**src/rtl/uart_cfg_pkg.sv**
```systemverilog
/* Timing and sizing for the UART host. clks_per_bit must be 4 or more,
   and fifo_depth must equal 2**fifo_aw so the FIFO pointers wrap on their own. */
package uart_cfg_pkg;

    // Serial bit period in clk cycles
    // 16 keeps simulation short; a real link would use clk_hz / baud
    localparam int clks_per_bit = 16;

    // Start edge to mid-bit sample offset
    localparam int half_bit = clks_per_bit / 2;

    // Entries per FIFO, TX and RX alike
    localparam int fifo_depth = 16;

    localparam int fifo_aw = 4;     // Address bits for fifo_depth entries

    // Payload bits per 8N1 frame
    localparam int data_bits = 8;

endpackage

```
**src/rtl/uart_types_pkg.sv**
```systemverilog
/* Shared data types for the UART host. Widths follow uart_cfg_pkg. */
package uart_types_pkg;

    import uart_cfg_pkg::*;

    // One payload byte
    typedef logic [data_bits-1:0] data_byte_t;

    // FIFO occupancy, one bit wider than the address to hold the full count
    typedef logic [fifo_aw:0] fifo_cnt_t;

    typedef logic [3:0] bit_cnt_t;      // Frame bit index
    typedef logic [15:0] baud_cnt_t;    // Cycle within one bit

    // What the receiver hands to the host
    typedef struct packed {
        logic       frame_err;          // Stop bit sampled low
        data_byte_t data;
    } rx_entry_t;

    typedef enum logic [1:0] {
        rx_idle,
        rx_start,                       // Waiting for start-bit midpoint
        rx_data,
        rx_stop
    } rx_state_t;

    typedef enum logic {
        tx_idle,
        tx_shift
    } tx_state_t;

endpackage

```
**src/rtl/uart_rx.sv**
```systemverilog
`timescale 1ns/1ns
/* 8N1 receiver with a fixed bit rate; no parity and no break handling.
   rx_entry is meaningful only in the cycle that rx_push is high. */
module uart_rx
    import uart_cfg_pkg::*, uart_types_pkg::*;
(
    input  logic      clk,
    input  logic      rst,
    input  logic      rxd,
    output rx_entry_t rx_entry,
    output logic      rx_push
);

    logic [2:0] sync;       // Oldest sample in [2]
    logic       line_fall;
    logic       sample_pt;
    rx_state_t  state;
    baud_cnt_t  baud_cnt;
    bit_cnt_t   bit_cnt;
    data_byte_t shift_reg;

    always_ff @(posedge clk or posedge rst) begin
        if (rst) begin
            sync <= 3'b111;     // Idle line is high
        end else begin
            sync <= {sync[1:0], rxd};
        end
    end

    // sync[1] is the line as seen by the FSM; sync[2] only serves the edge
    assign line_fall = sync[2] & ~sync[1];

    // Half a bit into the start bit, then one full bit per data/stop bit
    assign sample_pt = (state == rx_start) ? (baud_cnt == baud_cnt_t'(half_bit - 1))
                                           : (baud_cnt == baud_cnt_t'(clks_per_bit - 1));

    always_ff @(posedge clk or posedge rst) begin
        if (rst) begin
            state    <= rx_idle;
            baud_cnt <= '0;
            bit_cnt  <= '0;
            rx_push  <= 1'b0;
        end else begin
            rx_push <= 1'b0;

            if (state == rx_idle || sample_pt) begin
                baud_cnt <= '0;
            end else begin
                baud_cnt <= baud_cnt + 1'b1;
            end

            case (state)
                rx_idle: begin
                    if (line_fall) state <= rx_start;
                end
                rx_start: begin
                    if (sample_pt) begin
                        if (sync[1]) begin
                            state <= rx_idle;   // Start bit too short, treat as glitch
                        end else begin
                            state   <= rx_data;
                            bit_cnt <= '0;
                        end
                    end
                end
                rx_data: begin
                    if (sample_pt) begin
                        bit_cnt <= bit_cnt + 1'b1;
                        if (bit_cnt == bit_cnt_t'(data_bits - 1)) state <= rx_stop;
                    end
                end
                rx_stop: begin
                    if (sample_pt) begin
                        rx_push <= 1'b1;
                        state   <= rx_idle;     // Mid stop bit, ready for next edge
                    end
                end
                default: state <= rx_idle;
            endcase
        end
    end

    always_ff @(posedge clk) begin
        if (state == rx_data && sample_pt) begin
            shift_reg <= {sync[1], shift_reg[data_bits-1:1]};   // LSB arrives first
        end
        if (state == rx_stop && sample_pt) begin
            rx_entry.data      <= shift_reg;
            rx_entry.frame_err <= ~sync[1];
        end
    end

    // Frames are many cycles apart, so a push can never repeat
    push_single_cycle: assert property (@(posedge clk) disable iff (rst)
        rx_push |=> !rx_push);

endmodule

```
**src/rtl/byte_fifo.sv**
```systemverilog
`timescale 1ns/1ns
/* Show-ahead FIFO of fifo_depth entries; rd_data is the head whenever not empty.
   Writes while full are dropped silently. */
module byte_fifo
    import uart_cfg_pkg::*, uart_types_pkg::*;
#(
    parameter int width = 8
) (
    input  logic             clk,
    input  logic             rst,
    input  logic [width-1:0] wr_data,
    input  logic             wr_en,
    output logic             full,
    output logic [width-1:0] rd_data,
    input  logic             rd_en,
    output logic             empty
);

    logic [width-1:0]   mem [fifo_depth];
    logic [fifo_aw-1:0] wr_ptr;
    logic [fifo_aw-1:0] rd_ptr;
    fifo_cnt_t          cnt;
    logic               do_wr;
    logic               do_rd;

    assign full    = (cnt == fifo_cnt_t'(fifo_depth));
    assign empty   = (cnt == '0);
    assign do_wr   = wr_en & ~full;
    assign do_rd   = rd_en & ~empty;
    assign rd_data = mem[rd_ptr];       // Head shown ahead

    always_ff @(posedge clk) begin
        if (do_wr) mem[wr_ptr] <= wr_data;
    end

    // Pointers wrap by overflow since depth is a power of two
    always_ff @(posedge clk or posedge rst) begin
        if (rst) begin
            wr_ptr <= '0;
            rd_ptr <= '0;
            cnt    <= '0;
        end else begin
            if (do_wr) wr_ptr <= wr_ptr + 1'b1;
            if (do_rd) rd_ptr <= rd_ptr + 1'b1;
            case ({do_wr, do_rd})
                2'b10:   cnt <= cnt + 1'b1;
                2'b01:   cnt <= cnt - 1'b1;
                default: cnt <= cnt;        // Both or neither
            endcase
        end
    end

    // Readers must check empty before popping
    no_read_empty: assert property (@(posedge clk) disable iff (rst)
        rd_en |-> !empty);

    cnt_in_range: assert property (@(posedge clk) disable iff (rst)
        cnt <= fifo_cnt_t'(fifo_depth));

endmodule

```
**src/rtl/uart_tx.sv**
```systemverilog
`timescale 1ns/1ns
/* 8N1 transmitter; a frame is exactly 10 * clks_per_bit cycles on txd.
   tx_pop is combinational from idle state and tx_avail. */
module uart_tx
    import uart_cfg_pkg::*, uart_types_pkg::*;
(
    input  logic       clk,
    input  logic       rst,
    input  data_byte_t tx_byte,
    input  logic       tx_avail,
    output logic       tx_pop,
    output logic       txd
);

    tx_state_t  state;
    baud_cnt_t  baud_cnt;
    bit_cnt_t   bit_cnt;
    logic [9:0] shift_reg;      // Stop, data, start with start in [0]
    logic       bit_end;

    assign tx_pop  = (state == tx_idle) & tx_avail;
    assign bit_end = (baud_cnt == baud_cnt_t'(clks_per_bit - 1));

    always_ff @(posedge clk or posedge rst) begin
        if (rst) begin
            state     <= tx_idle;
            baud_cnt  <= '0;
            bit_cnt   <= '0;
            shift_reg <= '1;
            txd       <= 1'b1;
        end else begin
            case (state)
                tx_idle: begin
                    if (tx_pop) begin
                        shift_reg <= {1'b1, tx_byte, 1'b0};
                        txd       <= 1'b0;      // Start bit on the next cycle
                        baud_cnt  <= '0;
                        bit_cnt   <= '0;
                        state     <= tx_shift;
                    end
                end
                tx_shift: begin
                    if (bit_end) begin
                        baud_cnt <= '0;
                        if (bit_cnt == bit_cnt_t'(9)) begin
                            txd   <= 1'b1;
                            state <= tx_idle;   // Stop bit done
                        end else begin
                            shift_reg <= {1'b1, shift_reg[9:1]};
                            txd       <= shift_reg[1];
                            bit_cnt   <= bit_cnt + 1'b1;
                        end
                    end else begin
                        baud_cnt <= baud_cnt + 1'b1;
                    end
                end
                default: state <= tx_idle;
            endcase
        end
    end

    // Line must rest high between frames
    idle_line_high: assert property (@(posedge clk) disable iff (rst)
        (state == tx_idle) |-> txd);

endmodule

```
**src/rtl/uart_host.sv**
```systemverilog
`timescale 1ns/1ns
/* UART host with independent TX and RX paths, each behind a 16-entry FIFO.
   Received bytes are dropped while the RX FIFO is full. */
module uart_host
    import uart_types_pkg::*;
(
    input  logic       clk,
    input  logic       rst,
    input  logic       uart_rx,
    output logic       uart_tx,
    input  data_byte_t tx_data,
    input  logic       tx_valid,
    output logic       tx_ready,
    output rx_entry_t  rx_entry,
    output logic       rx_valid,
    input  logic       rx_ready
);

    rx_entry_t  line_entry;     // Receiver to RX FIFO
    logic       line_push;
    logic       rx_empty;
    logic       tx_full;
    logic       tx_empty;
    logic       tx_pop;
    data_byte_t tx_head;

    assign tx_ready = ~tx_full;
    assign rx_valid = ~rx_empty;

    uart_rx rx_i (
        .clk      (clk),
        .rst      (rst),
        .rxd      (uart_rx),
        .rx_entry (line_entry),
        .rx_push  (line_push)
    );

    // No back-pressure toward the line, so full is left open
    byte_fifo #(.width($bits(rx_entry_t))) rx_fifo_i (
        .clk     (clk),
        .rst     (rst),
        .wr_data (line_entry),
        .wr_en   (line_push),
        .full    (),
        .rd_data (rx_entry),
        .rd_en   (rx_ready & rx_valid),
        .empty   (rx_empty)
    );

    byte_fifo #(.width($bits(data_byte_t))) tx_fifo_i (
        .clk     (clk),
        .rst     (rst),
        .wr_data (tx_data),
        .wr_en   (tx_valid),     // Ignored by the FIFO while full
        .full    (tx_full),
        .rd_data (tx_head),
        .rd_en   (tx_pop),
        .empty   (tx_empty)
    );

    uart_tx tx_i (
        .clk      (clk),
        .rst      (rst),
        .tx_byte  (tx_head),
        .tx_avail (~tx_empty),
        .tx_pop   (tx_pop),
        .txd      (uart_tx)
    );

endmodule

```
**config.mk**
```make
export PLATFORM = sky130hd
export DESIGN_NAME = uart_host
export DESIGN_NICKNAME = d
export VERILOG_FILES = /design/src/rtl/uart_cfg_pkg.sv /design/src/rtl/uart_types_pkg.sv /design/src/rtl/uart_rx.sv /design/src/rtl/byte_fifo.sv /design/src/rtl/uart_tx.sv /design/src/rtl/uart_host.sv
export SDC_FILE = /design/constraint.sdc
export NUM_CORES = 1
export LEC_CHECK = 0
export ABC_CLOCK_PERIOD_IN_PS = 4000
export BUFFER_PORTS_ARGS = -buffer_cell sky130_fd_sc_hd__buf_2
export CORE_ASPECT_RATIO = 1.4
export CORE_UTILIZATION = 59
export DETAILED_ROUTE_END_ITERATION = 8
export PLACE_DENSITY = 0.75
export RECOVER_POWER = 25
export SLEW_MARGIN = 20
export SYNTH_ARGS = -nofsm -noshare
export SYNTH_HDL_FRONTEND = slang
export SYNTH_SLANG_ARGS = --single-unit
```
**constraint.sdc**
```tcl
create_clock -name clk -period 4 [get_ports clk]
set_clock_uncertainty 0.1 [all_clocks]
set_input_delay 0 -clock clk [delete_from_list [all_inputs] [get_ports clk]]
set_output_delay 0 -clock clk [all_outputs]
set_load 0.02 [all_outputs]
```
==> qor.txt <==
Worst vdd ir -> 0.436 mV
Chip width -> 138 um
Placer Congestion -> 0.823
Yosys reg bits -> 371
WP buf/inv -> 1
Syn Nets -> 958
IO Count -> 25
Worst EP required -> 4.33 ns
Fillcell total -> 1721
R2r worst-path depth -> 10
Core area -> 25400 sq um
Startpoint types -> flip-flop
Rows -> 69
Netlist cell types -> 59
Register-to-Register Setup Slack -> 0.97 ns
Final period util -> 75.8%
Avg WL per Cell -> 20.9 um
Synth top area cells -> edfxtp_1 (57%), dfrtp_1 (11%), mux4_2 (9.0%)
Initial Util -> 60.2%
Fin Setup TNS -> 0 ns
Vias in the first global route -> 8131
First-pass GRT wire length -> 43500 um
Drt first pass iters -> 5
Total grt overflow -> 0
Num CTS Buffers -> 34
CP max-delay cell -> a21oi_1
Clock Sinks -> 371
CP cell instances -> nor4_2 > a21oi_1 > ha_1 > xor2_1 > ha_1 > inv_1 > o21ai_0 > a21oi_1 > o21bai_1 > xnor2_1
Syn Area/Cell -> 16.6 sq um
Final setup violation count -> 0
Full die area -> 26500 sq um
DRT Wirelength -> 27400 um
Slowest Stage Delay on Critical Path -> 0.74 ns
PostCTS Resize Cnt -> 0
Min-delay src -> uart_rx
Final instance area -> 17000 sq um
Most common cell in the netlist -> edfxtp_1
Post-synth EDFFs -> 289
H-tree depth -> 2
Number of flip-flops under the largest register name -> 144
Final core utilization -> 66.8%
Iteration-0 DRC Markers -> 468
Complex-gate fraction of the synthesized area -> 4.95%
Post-Synthesis Cells -> 923
Largest registers -> rx_fifo_i.mem (144), tx_fifo_i.mem (128)
Initial antenna violation count -> 0
Max-capacitance violation count -> 1
Post-DP HPWL -> 17900 um
Synth top area share -> 56.8%
Min-delay worst type -> in2reg
Via density -> 5.95
Synth warnings -> 0
Hold EP -> rx_i.sync[0]$_DFF_PP1_
RSZ-0062 raised after global routing -> no
Vias post-DR -> 7783
Worst-Skew Late Latency -> 0.51 ns
Reg clk slew, reported paths -> 0.06 ns
Slew HR -> -69.0%
Layout cell share with drive strength beyond 1 -> 17.6%
Register area share after synthesis -> 70.3%
Gr usage total -> 21.9%
CTS tree -> yes
Commonest cells post-synth -> edfxtp_1 (289), dfrtp_1 (70), nor2_1 (64)
Xor and xnor fraction of the mapped netlist area -> 2.64%
Largest family of logic cells by synthesized area -> multiplexers
Max clock buf depth -> 3
Antenna Cells -> 0
Hold Crit Depth -> 2
CP Class -> reg2reg
Min Tclk post-route -> 3.03 ns
Cell Area, Synth -> 15300 sq um
Die height -> 192 um
Final Hold Viols -> 0
Largest net degree at the start of global routing -> 57
CTS root buf -> clkbuf_16
FF-to-FF Start -> tx_fifo_i.cnt[1]$_DFFE_PP0P_
Slew @ Worst Pin -> 2.52 ns
Area Growth Syn to Fin -> 11.1%
Post-synth top flop -> edfxtp_1
Multi-input gate area -> 4240 sq um
Pwr/cell area -> 609 nW/um^2
Delay-heaviest family, CP -> compound AO/OA/AOI/OAI gates
Area share of fa/ha/maj cells after synthesis -> 1.80%
Fin nets -> 998
DRC viols -> 0
Sequential cell area -> 10700 sq um
Slew Limit Fails -> 57
Async set or reset register ratio after synthesis -> 22.1%
Fmax -> 330 MHz
CP Data Arrival Time -> 3.36 ns
P_leak -> 5.89 nW
Failing checks -> max-capacitance violations, max-slew violations
Post CTS Setup Buffer Count -> 0
Outcome -> finished, violations left
Hold WS -> 0.0581 ns
CP Capture Type -> flip-flop
Post-Synth Simple-Gate Area -> 6.75%
Top reg by flops -> rx_fifo_i.mem
R2r endpoint -> tx_fifo_i.cnt[4]$_DFFE_PP0P_
Largest area contributor in the netlist -> edfxtp_1
IO Port Bufs -> 24
CP Max Fanout -> 11
Hold buffers post-CTS -> 12
Detail Route Antenna Nets -> 0
Mux cell area share after synthesis -> 11.5%
Area after DPL -> 15700 sq um
-- logic make-up after synthesis --
| family | count (synthesis) |
|---|---|
| AND/OR/NAND/NOR | 206 |
| adder cells (fa/ha/maj) | 22 |
| buffers and inverters | 66 |
| AO/OA/AOI/OAI | 113 |
| flip-flops | 371 |
| XOR/XNOR | 46 |
| multiplexers | 99 |
-- placed cells by master, fill, tap and decap left out, types with 4 or more instances in the layout --
cell type,n
clkbuf_1,12
o21a_1,6
a31oi_1,4
dfstp_2,11
a21oi_1,22
a221oi_1,16
clkinv_2,5
nor2b_1,5
mux2i_1,32
buf_2,16
bufinv_16,4
a21o_1,5
xnor2_1,26
inv_1,21
mux4_2,61
clkbuf_16,37
mux2_2,5
buf_4,10
and2_1,5
and3_1,5
edfxtp_1,289
nor3_1,15
nand4_1,14
nor4_1,5
nand3_1,15
o21ai_1,5
nor2_1,64
xor2_1,20
nand2b_1,6
clkinv_1,7
or2_2,6
o311ai_0,4
dlygate4sd3_1,12
o21ai_0,26
a22o_1,7
nand2_1,50
ha_1,22
dfrtp_1,68
-- per-layer routing --
metal / up-vias / routed length [um] / share of wire (%) / GRT usage [%]
met2: 161 / 15000 / 55 / 40.1
met4: 0 / 732 / 2.7 / 7.40
met5: - / 0 / 0 / 0
li1: 3644 / - / - / -
met1: 3928 / 10500 / 38 / 25.7
met3: 50 / 1130 / 4.1 / 3.62
-- layout make-up --
type | count | area share, %
flip-flops and latches | 371 | 63.3
clock inverters | 20 | 1.17
repair buffers | 48 | 2.04
well taps | 319 | 2.35
inverters | 22 | 0.494
multi-input cells | 486 | 25.0
clock buffers | 42 | 5.63
-- power by group --
part	switching [mW]	leakage [nW]	internal [mW]
registers	0.389	3.64	4.50
clock network	1.35	0.555	1.96
logic	1.05	1.69	1.08
total	2.79	5.89	7.54
-- metrics by stage --
step,cells,total power [mW],worst slack [ns]
finish,1308,10.3,0.967
detailed placement,1234,7.10,0.990
floorplan,923,6.55,0.930
global route,1308,10.8,0.547
CTS,1308,10.4,0.929
global placement,1234,7.05,1.03
-- worst register-to-register path: stages, from the launching register on --
cell,delay [ns]
dfrtp_1,0.48
nor4_2,0.11
a21oi_1,0.74
ha_1,0.48
xor2_1,0.18
ha_1,0.24
inv_1,0.05
o21ai_0,0.17
a21oi_1,0.10
o21bai_1,0.17
xnor2_1,0.14
-- how the worst max path moves through the flow --
stage / from / to / slack (ns) / cells past startpoint
after floorplan: tx_fifo_i.cnt[1]$_DFFE_PP0P_ / tx_fifo_i.cnt[4]$_DFFE_PP0P_ / 0.93 / 12
after global placement: tx_fifo_i.cnt[1]$_DFFE_PP0P_ / tx_fifo_i.cnt[4]$_DFFE_PP0P_ / 1.03 / 7
after detailed placement: tx_fifo_i.cnt[1]$_DFFE_PP0P_ / tx_fifo_i.cnt[4]$_DFFE_PP0P_ / 0.99 / 10
after CTS: tx_fifo_i.cnt[1]$_DFFE_PP0P_ / tx_fifo_i.cnt[4]$_DFFE_PP0P_ / 0.93 / 10
after global routing: tx_fifo_i.cnt[1]$_DFFE_PP0P_ / tx_fifo_i.cnt[4]$_DFFE_PP0P_ / 0.55 / 10
final: tx_fifo_i.cnt[1]$_DFFE_PP0P_ / tx_fifo_i.cnt[4]$_DFFE_PP0P_ / 0.97 / 10
Power figures use the tool's default switching activity.
